File: src/rtl/iommu_ptw_pkg.sv
`default_nettype none

package iommu_ptw_pkg;

    // Sv39 address widths
    localparam int unsigned VLEN    = 39;
    localparam int unsigned PLEN    = 56;
    localparam int unsigned PPNW    = 44;
    localparam int unsigned VPNW    = 27;

    // Process context tag carried into the IOTLB
    localparam int unsigned PSCID_W = 20;

    // One entry per memory beat
    localparam int unsigned PTE_W   = 64;

    // Entry flag positions
    localparam int unsigned PTE_V     = 0;
    localparam int unsigned PTE_R     = 1;
    localparam int unsigned PTE_W_BIT = 2;
    localparam int unsigned PTE_X     = 3;
    localparam int unsigned PTE_U     = 4;
    localparam int unsigned PTE_G     = 5;
    localparam int unsigned PTE_A     = 6;
    localparam int unsigned PTE_D     = 7;

    // PPN field starts above RSW
    localparam int unsigned PTE_PPN_LSB  = 10;
    // Bits 63:54 belong to Svnapot/Svpbmt, not implemented here
    localparam int unsigned PTE_RSVD_LSB = 54;

    // Fault cause encodings
    localparam int unsigned CAUSE_W = 12;
    localparam logic [CAUSE_W-1:0] CAUSE_LD_PAGE_FAULT = 12'd13;
    localparam logic [CAUSE_W-1:0] CAUSE_ST_PAGE_FAULT = 12'd15;

    // Walk level, LVL1 is the root table
    typedef enum logic [1:0] {
        LVL1,
        LVL2,
        LVL3
    } ptw_lvl_e;

    // Walker states
    typedef enum logic [1:0] {
        IDLE,
        WAIT_GRANT,
        PTE_LOOKUP,
        PROPAGATE_ERROR
    } ptw_state_e;

endpackage

`default_nettype wire

File: src/rtl/ptw_pte_if.sv
`timescale 1ns/1ps
`default_nettype none

interface ptw_pte_if;

    // Entry under test and its context
    logic [63:0] pte;
    logic [1:0]  lvl;
    logic        is_store;
    logic        check;

    // Verdict valid in the same cycle as check
    logic        is_leaf;
    logic        is_pointer;
    logic        fault;
    logic [11:0] cause;

    modport walker (
        output pte, lvl, is_store, check,
        input  is_leaf, is_pointer, fault, cause
    );

    modport checker_side (
        input  pte, lvl, is_store, check,
        output is_leaf, is_pointer, fault, cause
    );

endinterface

`default_nettype wire

File: src/rtl/ptw_mem_port.sv
`timescale 1ns/1ps
`default_nettype none

module ptw_mem_port import iommu_ptw_pkg::*; (
    input  wire logic             clk_i,
    input  wire logic             rst_ni,
    input  wire logic             issue_i,
    input  wire logic [PLEN-1:0]  addr_i,
    input  wire logic             mem_gnt_i,
    input  wire logic             mem_rvalid_i,
    input  wire logic [PTE_W-1:0] mem_rdata_i,
    output logic                  mem_req_o,
    output logic [PLEN-1:0]       mem_addr_o,
    output logic                  granted_o,
    output logic [PTE_W-1:0]      rdata_o,
    output logic                  rvalid_o
);

    // Set between a grant and its response
    logic pend_q;
    logic rvalid_q;
    logic [PTE_W-1:0] rdata_q;

    // Request and address follow the walker, which holds both until grant
    assign mem_req_o  = issue_i;
    assign mem_addr_o = addr_i;
    assign granted_o  = issue_i & mem_gnt_i;

    always_ff @(posedge clk_i or negedge rst_ni) begin
        if (!rst_ni) begin
            pend_q   <= 1'b0;
            rvalid_q <= 1'b0;
        end else begin
            if (granted_o) begin
                pend_q <= 1'b1;
            end else if (mem_rvalid_i) begin
                pend_q <= 1'b0;
            end
            // Ignore responses we did not ask for
            rvalid_q <= mem_rvalid_i & (pend_q | granted_o);
        end
    end

    // Data register, walker sees it one cycle after rvalid
    always_ff @(posedge clk_i) begin
        if (mem_rvalid_i) begin
            rdata_q <= mem_rdata_i;
        end
    end

    assign rdata_o  = rdata_q;
    assign rvalid_o = rvalid_q;

endmodule

`default_nettype wire

File: src/rtl/pte_checker.sv
`timescale 1ns/1ps
`default_nettype none

module pte_checker import iommu_ptw_pkg::*; (
    ptw_pte_if.checker_side pte_if
);

    logic invalid;
    logic rsvd_set;
    logic leaf_type;
    logic misaligned;
    logic leaf_bad;
    logic ptr_bad;

    // V clear, or the W-without-R encoding
    assign invalid = !pte_if.pte[PTE_V] || (!pte_if.pte[PTE_R] && pte_if.pte[PTE_W_BIT]);

    assign rsvd_set = |pte_if.pte[PTE_W-1:PTE_RSVD_LSB];

    // R or X marks a leaf
    assign leaf_type = pte_if.pte[PTE_R] || pte_if.pte[PTE_X];

    // Superpage PPN must be aligned to its size
    assign misaligned =
        ((pte_if.lvl == LVL1) && (|pte_if.pte[PTE_PPN_LSB +: 18])) ||
        ((pte_if.lvl == LVL2) && (|pte_if.pte[PTE_PPN_LSB +: 9]));

    // Without hardware A/D update a clear bit faults
    assign leaf_bad = misaligned
                   || !pte_if.pte[PTE_A]
                   || !pte_if.pte[PTE_R]
                   || (pte_if.is_store && !pte_if.pte[PTE_D]);

    // A, D and U are reserved on pointers; LVL3 has nowhere to point
    assign ptr_bad = pte_if.pte[PTE_A]
                  || pte_if.pte[PTE_D]
                  || pte_if.pte[PTE_U]
                  || (pte_if.lvl == LVL3);

    always_comb begin
        pte_if.is_leaf    = 1'b0;
        pte_if.is_pointer = 1'b0;
        pte_if.fault      = 1'b0;
        if (pte_if.check) begin
            // First matching rule wins
            if (invalid || rsvd_set) begin
                pte_if.fault = 1'b1;
            end else if (leaf_type) begin
                pte_if.fault   = leaf_bad;
                pte_if.is_leaf = !leaf_bad;
            end else begin
                pte_if.fault      = ptr_bad;
                pte_if.is_pointer = !ptr_bad;
            end
        end
    end

    // Page fault type follows the original access
    assign pte_if.cause = pte_if.is_store ? CAUSE_ST_PAGE_FAULT : CAUSE_LD_PAGE_FAULT;

endmodule

`default_nettype wire

File: src/rtl/ptw_walk_ctrl.sv
`timescale 1ns/1ps
`default_nettype none

module ptw_walk_ctrl import iommu_ptw_pkg::*; (
    input  wire logic             clk_i,
    input  wire logic             rst_ni,
    input  wire logic             dtf_i,
    input  wire logic             is_store_i,
    input  wire logic             iotlb_access_i,
    input  wire logic             iotlb_hit_i,
    input  wire logic [VLEN-1:0]  req_iova_i,
    input  wire logic [PPNW-1:0]  iosatp_ppn_i,
    input  wire logic             granted_i,
    input  wire logic [PTE_W-1:0] rdata_i,
    input  wire logic             rvalid_i,
    output logic                  issue_o,
    output logic [PLEN-1:0]       addr_o,
    output logic                  ptw_active_o,
    output logic                  ptw_error_o,
    output logic [CAUSE_W-1:0]    cause_code_o,
    output logic                  walk_start_o,
    output logic                  walk_done_o,
    output logic [1:0]            leaf_lvl_o,
    ptw_pte_if.walker             pte_if
);

    ptw_state_e state_q, state_n;
    ptw_lvl_e   lvl_q, lvl_n;

    // Pointer of the entry being fetched
    logic [PLEN-1:0] pptr_q;
    // VPN[1] and VPN[0], needed after the root level
    logic [17:0] vpn_lo_q;
    logic [CAUSE_W-1:0] cause_q;

    logic start_walk;
    logic take_ptr;
    logic take_fault;
    logic [8:0] vpn_next;
    logic [PLEN-1:0] first_ptr;
    logic [PLEN-1:0] next_ptr;

    // Miss while idle starts a walk
    assign start_walk = (state_q == IDLE) && iotlb_access_i && !iotlb_hit_i;

    // Entry goes to the checker as soon as it is registered
    assign pte_if.pte      = rdata_i;
    assign pte_if.lvl      = lvl_q;
    assign pte_if.is_store = is_store_i;
    assign pte_if.check    = (state_q == PTE_LOOKUP) && rvalid_i;

    assign take_ptr   = pte_if.check && pte_if.is_pointer;
    assign take_fault = pte_if.check && pte_if.fault;

    // Root pointer from IOSATP and VPN[2], 8 bytes per entry
    assign first_ptr = {iosatp_ppn_i, req_iova_i[38:30], 3'b000};
    assign vpn_next  = (lvl_q == LVL1) ? vpn_lo_q[17:9] : vpn_lo_q[8:0];
    assign next_ptr  = {rdata_i[PTE_PPN_LSB +: PPNW], vpn_next, 3'b000};

    always_comb begin
        state_n      = state_q;
        lvl_n        = lvl_q;
        issue_o      = 1'b0;
        walk_done_o  = 1'b0;
        ptw_error_o  = 1'b0;
        cause_code_o = '0;
        case (state_q)
            IDLE: begin
                lvl_n = LVL1;
                if (start_walk) begin
                    state_n = WAIT_GRANT;
                end
            end
            WAIT_GRANT: begin
                // Held until the memory accepts it
                issue_o = 1'b1;
                if (granted_i) begin
                    state_n = PTE_LOOKUP;
                end
            end
            PTE_LOOKUP: begin
                if (take_fault) begin
                    // DTF drops the report, walk just ends
                    state_n = dtf_i ? IDLE : PROPAGATE_ERROR;
                end else if (pte_if.check && pte_if.is_leaf) begin
                    walk_done_o = 1'b1;
                    state_n     = IDLE;
                end else if (take_ptr) begin
                    state_n = WAIT_GRANT;
                    lvl_n   = (lvl_q == LVL1) ? LVL2 : LVL3;
                end
            end
            PROPAGATE_ERROR: begin
                ptw_error_o  = 1'b1;
                cause_code_o = cause_q;
                state_n      = IDLE;
            end
            default: begin
                state_n = IDLE;
            end
        endcase
    end

    always_ff @(posedge clk_i or negedge rst_ni) begin
        if (!rst_ni) begin
            state_q <= IDLE;
            lvl_q   <= LVL1;
        end else begin
            state_q <= state_n;
            lvl_q   <= lvl_n;
        end
    end

    // Walk data path
    always_ff @(posedge clk_i) begin
        if (start_walk) begin
            pptr_q   <= first_ptr;
            vpn_lo_q <= req_iova_i[29:12];
        end else if (take_ptr) begin
            pptr_q <= next_ptr;
        end
        if (take_fault) begin
            cause_q <= pte_if.cause;
        end
    end

    assign addr_o       = pptr_q;
    assign ptw_active_o = (state_q != IDLE);
    assign walk_start_o = start_walk;
    assign leaf_lvl_o   = lvl_q;

endmodule

`default_nettype wire

File: src/rtl/iotlb_update_gen.sv
`timescale 1ns/1ps
`default_nettype none

module iotlb_update_gen import iommu_ptw_pkg::*; (
    input  wire logic               clk_i,
    input  wire logic               rst_ni,
    input  wire logic               walk_start_i,
    input  wire logic               walk_done_i,
    input  wire logic [1:0]         leaf_lvl_i,
    input  wire logic [VLEN-1:0]    req_iova_i,
    input  wire logic [PSCID_W-1:0] pscid_i,
    input  wire logic [PTE_W-1:0]   entry_i,
    input  wire logic               entry_valid_i,
    output logic                    update_o,
    output logic                    up_is_2m_o,
    output logic                    up_is_1g_o,
    output logic [VPNW-1:0]         up_vpn_o,
    output logic [PSCID_W-1:0]      up_pscid_o,
    output logic [PTE_W-1:0]        up_content_o
);

    logic global_q;
    logic leaf_g;
    logic [PSCID_W-1:0] pscid_q;
    logic [VPNW-1:0] vpn_q;

    // A G bit anywhere on the path makes the mapping global
    always_ff @(posedge clk_i or negedge rst_ni) begin
        if (!rst_ni) begin
            global_q <= 1'b0;
        end else if (walk_start_i) begin
            global_q <= 1'b0;
        end else if (entry_valid_i && entry_i[PTE_G]) begin
            global_q <= 1'b1;
        end
    end

    // IOTLB tags captured at the miss
    always_ff @(posedge clk_i) begin
        if (walk_start_i) begin
            pscid_q <= pscid_i;
            vpn_q   <= req_iova_i[VLEN-1:12];
        end
    end

    // Leaf entry is still on the bus in the done cycle
    assign leaf_g = global_q | (entry_valid_i & entry_i[PTE_G]);

    always_comb begin
        up_content_o        = entry_i;
        up_content_o[PTE_G] = leaf_g;
    end

    assign update_o   = walk_done_i;
    assign up_is_1g_o = (leaf_lvl_i == LVL1);
    assign up_is_2m_o = (leaf_lvl_i == LVL2);
    assign up_vpn_o   = vpn_q;
    assign up_pscid_o = pscid_q;

endmodule

`default_nettype wire

File: src/rtl/iommu_ptw_top.sv
`timescale 1ns/1ps
`default_nettype none

module iommu_ptw_top (
    input  wire logic        clk_i,
    input  wire logic        rst_ni,
    input  wire logic        dtf_i,
    input  wire logic        is_store_i,
    input  wire logic        iotlb_access_i,
    input  wire logic        iotlb_hit_i,
    input  wire logic [38:0] req_iova_i,
    input  wire logic [19:0] pscid_i,
    input  wire logic [43:0] iosatp_ppn_i,
    input  wire logic        mem_gnt_i,
    input  wire logic        mem_rvalid_i,
    input  wire logic [63:0] mem_rdata_i,
    output logic             ptw_active_o,
    output logic             ptw_error_o,
    output logic [11:0]      cause_code_o,
    output logic             mem_req_o,
    output logic [55:0]      mem_addr_o,
    output logic             update_o,
    output logic             up_is_2m_o,
    output logic             up_is_1g_o,
    output logic [26:0]      up_vpn_o,
    output logic [19:0]      up_pscid_o,
    output logic [63:0]      up_content_o
);

    logic        issue;
    logic [55:0] addr;
    logic        granted;
    logic [63:0] rdata;
    logic        rvalid;
    logic        walk_start;
    logic        walk_done;
    logic [1:0]  leaf_lvl;

    // Entry and verdict between walker and checker
    ptw_pte_if pte_if ();

    ptw_mem_port mem_port_inst (
        .clk_i        (clk_i),
        .rst_ni       (rst_ni),
        .issue_i      (issue),
        .addr_i       (addr),
        .mem_gnt_i    (mem_gnt_i),
        .mem_rvalid_i (mem_rvalid_i),
        .mem_rdata_i  (mem_rdata_i),
        .mem_req_o    (mem_req_o),
        .mem_addr_o   (mem_addr_o),
        .granted_o    (granted),
        .rdata_o      (rdata),
        .rvalid_o     (rvalid)
    );

    ptw_walk_ctrl walk_ctrl_inst (
        .clk_i          (clk_i),
        .rst_ni         (rst_ni),
        .dtf_i          (dtf_i),
        .is_store_i     (is_store_i),
        .iotlb_access_i (iotlb_access_i),
        .iotlb_hit_i    (iotlb_hit_i),
        .req_iova_i     (req_iova_i),
        .iosatp_ppn_i   (iosatp_ppn_i),
        .granted_i      (granted),
        .rdata_i        (rdata),
        .rvalid_i       (rvalid),
        .issue_o        (issue),
        .addr_o         (addr),
        .ptw_active_o   (ptw_active_o),
        .ptw_error_o    (ptw_error_o),
        .cause_code_o   (cause_code_o),
        .walk_start_o   (walk_start),
        .walk_done_o    (walk_done),
        .leaf_lvl_o     (leaf_lvl),
        .pte_if         (pte_if)
    );

    pte_checker pte_checker_inst (
        .pte_if (pte_if)
    );

    iotlb_update_gen update_gen_inst (
        .clk_i         (clk_i),
        .rst_ni        (rst_ni),
        .walk_start_i  (walk_start),
        .walk_done_i   (walk_done),
        .leaf_lvl_i    (leaf_lvl),
        .req_iova_i    (req_iova_i),
        .pscid_i       (pscid_i),
        .entry_i       (rdata),
        .entry_valid_i (rvalid),
        .update_o      (update_o),
        .up_is_2m_o    (up_is_2m_o),
        .up_is_1g_o    (up_is_1g_o),
        .up_vpn_o      (up_vpn_o),
        .up_pscid_o    (up_pscid_o),
        .up_content_o  (up_content_o)
    );

endmodule

`default_nettype wire

File: config.mk
export PLATFORM = sky130hd
export DESIGN_NAME = iommu_ptw_top
export DESIGN_NICKNAME = d
export VERILOG_FILES = /design/src/rtl/iommu_ptw_pkg.sv /design/src/rtl/ptw_pte_if.sv /design/src/rtl/ptw_mem_port.sv /design/src/rtl/pte_checker.sv /design/src/rtl/ptw_walk_ctrl.sv /design/src/rtl/iotlb_update_gen.sv /design/src/rtl/iommu_ptw_top.sv
export SDC_FILE = /design/constraint.sdc
export NUM_CORES = 1
export LEC_CHECK = 0
export BUFFER_PORTS_ARGS = -buffer_cell sky130_fd_sc_hd__buf_4
export CORE_MARGIN = 3
export CORE_UTILIZATION = 35
export DETAILED_ROUTE_END_ITERATION = 8
export PLACE_DENSITY = 0.57
export REMOVE_ABC_BUFFERS = 1
export SETUP_SLACK_MARGIN = 0.2
export SLEW_MARGIN = 10
export SYNTH_ARGS = -nofsm -noshare
export SYNTH_HDL_FRONTEND = slang
export SYNTH_HIERARCHICAL = 1
export SYNTH_SLANG_ARGS = --single-unit
File: constraint.sdc
create_clock -name clk_i -period 9.5 [get_ports clk_i]
set_input_delay 0.475 -clock clk_i [delete_from_list [all_inputs] [get_ports clk_i]]
set_output_delay 0.475 -clock clk_i [all_outputs]
set_load 0.005 [all_outputs]
# Word-level counts from Yosys, hierarchy flattened
# Index checks and enable logic that the tools add are counted.
# Widths: inputs -> output; s select.
[totals]
ff_bits = 201
latchBits = 0
ramBits = 0
mem_bits_ro = 0
input_bits = 175
output_inout_bits = 185
word_cells = 102
n_memories = 0
[classes]
add_sub_neg = 0
n_mul = 0
div_mod_pow = 0
n_lt_le_gt_ge = 0
eq_ne = 11
shifts = 0
mux = 35
n_bitwise = 5
n_reduce_logical = 40
[ops]
columns = ["cell", "count"]
rows = [
  ["$mux 56", 2],
  ["$mux 2", 11],
  ["$mux 1", 18],
  ["$reduce_or 18->1", 1],
  ["$mux 12", 1],
  ["$logic_and 1x1->1", 11],
  ["$logic_or 1x1->1", 10],
  ["$reduce_bool 2->1", 5],
  ["$reduce_or 10->1", 1],
  ["$mux 9", 1],
  ["$reduce_or 9->1", 1],
  ["$pmux 2 s4", 1],
  ["$logic_not 1->1", 7],
  ["$eq 2x2->1 const B", 3],
  ["$ne 2x2->1 const B", 3],
  ["$eq 2x1->1 const B", 2],
  ["$logic_not 2->1", 2],
  ["$ne 2x1->1 const B", 2],
  ["$ne 4x2->1 const B", 1],
  ["$pmux 2 s2", 1],
  ["$reduce_and 4->1", 1],
  ["$and 1x1->1", 3],
  ["$reduce_and 3->1", 1],
  ["$or 1x1->1", 2],
]

# Logic depth before layout (Yosys ltp)
[depth]
depth_word = 14
depth_mapped = 8
ltp_nobuf = 7

# Modules after synthesis
# Netlist, hierarchy kept.
[modules_own_cells]
columns = ["mod", "instances", "cells_each", "area_each_um2", "seq_area_each_um2"]
rows = [
  ["ptw_walk_ctrl", 1, 277, 4120.2, 2592.5],
  ["ptw_mem_port", 1, 127, 2427.3, 1971.9],
  ["iotlb_update_gen", 1, 117, 1955.6, 1436.4],
  ["pte_checker", 1, 36, 239.0, 0.0],
]

# Worst setup path after synthesis
# No wires, ideal clock.
[synth_path]
path_kind = "register to register"
start = "reg walk_ctrl_inst.state_q[1]"
end = "reg walk_ctrl_inst.pptr_q[10], in the netlist walk_ctrl_inst/addr_o[10] (enable)"
setup_ns = 0.409
t_arrival_ns = 2.714
required_time_ns = 9.091
path_slack_ns = 6.377
stages_incl_launch_ff = 6
path_buffers = 3
synth_period_minus_slack_ns = 3.123
path_cell_list = "dfrtp_1 > buf_2 > nor4b_4 > buf_6 > buf_4 > a21o_1"
[synth_between]
elab_cells_between_ends = 8
cone_classes = "eq/ne: 1; mux: 1; reduce/logical: 6"
[synth_rtl]
columns = ["item", "line", "rtl"]
rows = [
  ["start, declared", "ptw_walk_ctrl.sv:27", "ptw_state_e state_q, state_n;"],
  ["start signal, assigned", "ptw_walk_ctrl.sv:109", "state_q <= state_n;"],
  ["$logic_not 2->1", "ptw_walk_ctrl.sv:44", "assign start_walk = (state_q == IDLE) && iotlb_access_i && !iotlb_hit_i;"],
  ["$logic_and 1x1->1 (2 in a row)", "ptw_walk_ctrl.sv:44", ""],
  ["via walk_start", "iommu_ptw_top.sv:35", "logic walk_start;"],
  ["$reduce_bool 2->1 (no line)", "--", ""],
  ["end signal, assigned", "ptw_walk_ctrl.sv:117", "pptr_q <= first_ptr;"],
  ["end signal, assigned", "ptw_walk_ctrl.sv:120", "pptr_q <= next_ptr;"],
  ["end, declared", "ptw_walk_ctrl.sv:31", "logic [PLEN-1:0] pptr_q;"],
]
# The timed path passes the listed nets, and every way through them passes these cells.
# A chain may end at the register's enable or synchronous reset.

# Worst setup path after layout
[layout_path]
start = "reg mem_port_inst.rdata_q[25], in the netlist mem_port_inst/rdata_o[25]"
end = "out update_o"
[layout_between]
elab_cells_between_ends = 18
cone_classes = "mux: 9; reduce/logical: 9"
[layout_rtl]
columns = ["item", "line", "rtl"]
rows = [
  ["start, declared", "ptw_mem_port.sv:22", "logic [PTE_W-1:0] rdata_q;"],
  ["start signal, assigned", "ptw_mem_port.sv:47", "rdata_q <= mem_rdata_i;"],
  ["$reduce_or 18->1", "pte_checker.sv:25", "((pte_if.lvl == LVL1) && (|pte_if.pte[PTE_PPN_LSB +: 18])) ||"],
  ["$logic_and 1x1->1", "pte_checker.sv:25", ""],
  ["$logic_or 1x1->1", "pte_checker.sv:25", ""],
  ["$logic_or 1x1->1", "pte_checker.sv:30", "|| !pte_if.pte[PTE_A]"],
  ["$logic_or 1x1->1", "pte_checker.sv:31", "|| !pte_if.pte[PTE_R]"],
  ["$logic_or 1x1->1", "pte_checker.sv:32", "|| (pte_if.is_store && !pte_if.pte[PTE_D]);"],
  ["$mux 1", "pte_checker.sv:48", "end else if (leaf_type) begin"],
  ["$mux 1", "pte_checker.sv:46", "if (invalid || rsvd_set) begin"],
  ["$mux 1", "pte_checker.sv:44", "if (pte_if.check) begin"],
  ["via pte_if.fault", "ptw_pte_if.sv:15", "logic fault;"],
  ["$logic_and 1x1->1", "ptw_walk_ctrl.sv:53", "assign take_fault = pte_if.check && pte_if.fault;"],
  ["$mux 1", "ptw_walk_ctrl.sv:82", "if (take_fault) begin"],
  ["$mux 1", "ptw_walk_ctrl.sv:67", "case (state_q)"],
  ["end, declared", "iommu_ptw_top.sv:22", "output logic update_o,"],
]
# The timed path passes the listed nets, and every way through them passes these cells.

==> impl_results.md <==
* Critical path required time at 9.03 ns
* Fmax at 317 MHz
* Final Hold Viols at 0
* Final nets at 901
* Worst-margin pin slew at 1.03 ns
* Core ar. at 23,700 um^2
* CP max stage cell: nor4_1
* R2r worst-path depth at 4
* Clock Skew at 0.00718 ns
* Initial antenna violation count at 0
* Dpl cells at 1,019
* Avg Cell Area, Syn at 16.1 um^2
* Most frequent CP cell: nor4_1
* Setup crit start: mem_port_inst/rdata_o[25]$_DFFE_PP_
* Die footprint at 26,300 um^2
* Fin cells at 1,061
* Initial Util at 0.360
* Worst hold path class: input port to register
* RSZ-0062 raised after global routing: no
* Leak at 4.52 nW
* Drt total wl at 19,400 um
* VDD IR max at 0.124 mV
* Post-route clock period utilization at 0.332
* Post-CTS sizing at 0
* Status: complete, no violations
* Slowest cell delay on critical path at 0.57 ns
* Vias in the first global route at 4,991
* Synth Cell Area at 8520 um^2
* Area Overhead vs Synth at 28.3%
* DRC errors left at 0
* Fill cells at 2,128
* Final Critical Period at 3.16 ns
* Gr usage total at 0.139
* CTS H-Tree Depth at 1
* Drt initial violations at 197
* Clock Pin Slew Worst Setup and Hold Paths at 0.06 ns
* GR Overflow Total at 0
* Most frequent cells in the layout: 347 x buf_4, 194 x edfxtp_1, 29 x mux2_1, 23 x clkbuf_16, 15 x mux2_2
* Flop-to-flop setup slack at 6.40 ns
* Final setup margin at 6.34 ns
* Cell Rows at 56
* PortBufs at 344
* Mapped Cells at 528
* Number of stages on the worst setup path at 6
* CTS tree: done
* Ports at 360
* Power, Total at 2.41 mW
* Global-route wire length before repair at 28,400 um
* Clock Sinks at 201
* Final Instance Area at 10,900 um^2
* Crit path buf inv count at 1
* Worst flop-to-flop path startpoint: walk_ctrl_inst/state_q[0]$_DFFE_PN0P_
* Synthesis Warnings at 6
* Placed Area at 10,200 um^2
* Wire length per cell at 18.3 um
* DR vias/cell at 4.37
* Total number of vias at 4,638
* Worst Path Class, Setup: register to primary output
* Rel. slew slack at 0.315
* Final setup fails at 0
* Commonest non-fill, non-tap cell in the layout: buf_4
* Largest net degree at the start of global routing at 90
* Worst slack at placement at 6.35 ns
* Die Width at 162 um
* Slew Viols, Final at 0
* Placer congestion estimate at 0.751
* Post-DP HPWL at 14,100 um
* Worst-Skew Late Latency at 0.51 ns
* Worst hold start: mem_rdata_i[34]
* Max Cap Viol at 0
* Worst path arrival time at 2.68 ns
* Root Driver: clkbuf_16
* DRT Pass-1 Iters at 4
* Worst r2r dst: walk_ctrl_inst/addr_o[55]$_DFFE_PP_
* Setup TNS at 0 ns
* Cell family contributing the most delay on the critical path: simple AND/OR/NAND/NOR gates
* CP endpoint: update_o
* CP Launch Type: register
* Worst Setup End Kind: primary output
* Crit-path cells: nor4_1 > a311oi_1 > nor4_1 > nor3b_1 > and3b_1 > buf_4
* Worst Path Max Fanout at 5
* Post-DRT Antenna Nets at 0
* Die height at 162 um
* Pwr dens at 220 nW/um^2
* Cts bufs inserted at 23
* Share of layout cells above drive strength 1 at 0.544
* Max clock buf depth at 3
* Antenna diode count at 0
==> per-layer routing <==
| layer | global-route usage | vias to the layer above | share of wire | routed length [um] |
|---|---|---|---|---|
| met3 | 0.0523 | 41 | 0.10 | 2030 |
| li1 | - | 2123 | - | - |
| met5 | 0 | - | 0 | 0 |
| met4 | 0.0469 | 0 | 0.027 | 529 |
| met1 | 0.158 | 2225 | 0.37 | 7130 |
| met2 | 0.240 | 249 | 0.50 | 9710 |
==> layout make-up <==
class,instances,area [um^2],area share
clock buffers,26,597,0.0546
clock inverters,15,163,0.0149
inverters,6,22.5,0.00206
multi-input cells,146,1140,0.104
flip-flops and latches,201,6000,0.549
well taps,319,399,0.0365
repair buffers,348,2620,0.239
==> flip-flops by register name (all words and copies together) (netlist names), 2 cells and up <==
register                    cells
update_gen_inst/up_pscid_o     20
walk_ctrl_inst/leaf_lvl_o       2
mem_port_inst/rdata_o          64
walk_ctrl_inst/state_q          2
walk_ctrl_inst/addr_o          53
walk_ctrl_inst/vpn_lo_q        18
walk_ctrl_inst/cause_q         12
update_gen_inst/up_vpn_o       27
==> power breakdown <==
part | internal, mW | leakage (nW) | switching (mW)
logic | 0.201 | 2.23 | 0.166
registers | 1.11 | 1.91 | 0.0549
clock network | 0.534 | 0.375 | 0.345
total | 1.84 | 4.52 | 0.566
==> how the worst min path moves through the flow <==
stage / to / slack (ns) / depth (start not counted)
finish: mem_port_inst/rdata_o[34]$_DFFE_PP_ / 0.14 / 1
global route: mem_port_inst/rdata_o[15]$_DFFE_PP_ / 0.11 / 1
detailed placement: walk_ctrl_inst/state_q[1]$_DFFE_PN0P_ / 0.30 / 1
CTS: mem_port_inst/rdata_o[34]$_DFFE_PP_ / 0.11 / 1
global placement: walk_ctrl_inst/leaf_lvl_o[1]$_DFFE_PN0P_ / 0.30 / 1
floorplan: mem_port_inst/pend_q$_DFFE_PN0P_ / 0.18 / 0
==> repair_timing <==
action	4_1_cts	5_1_grt
endpoints found under the hold margin	7	0
hold buffers	1	0
setup buffers	0	0
==> metrics by stage <==
step                      hold WS [ns]   util
final                            0.137  0.462
after global routing             0.112  0.462
after CTS                        0.113  0.462
after detailed placement         0.298  0.429
after global placement           0.297  0.429
after floorplan                  0.179      -
Note: power is estimated with default switching activity, not from simulation.
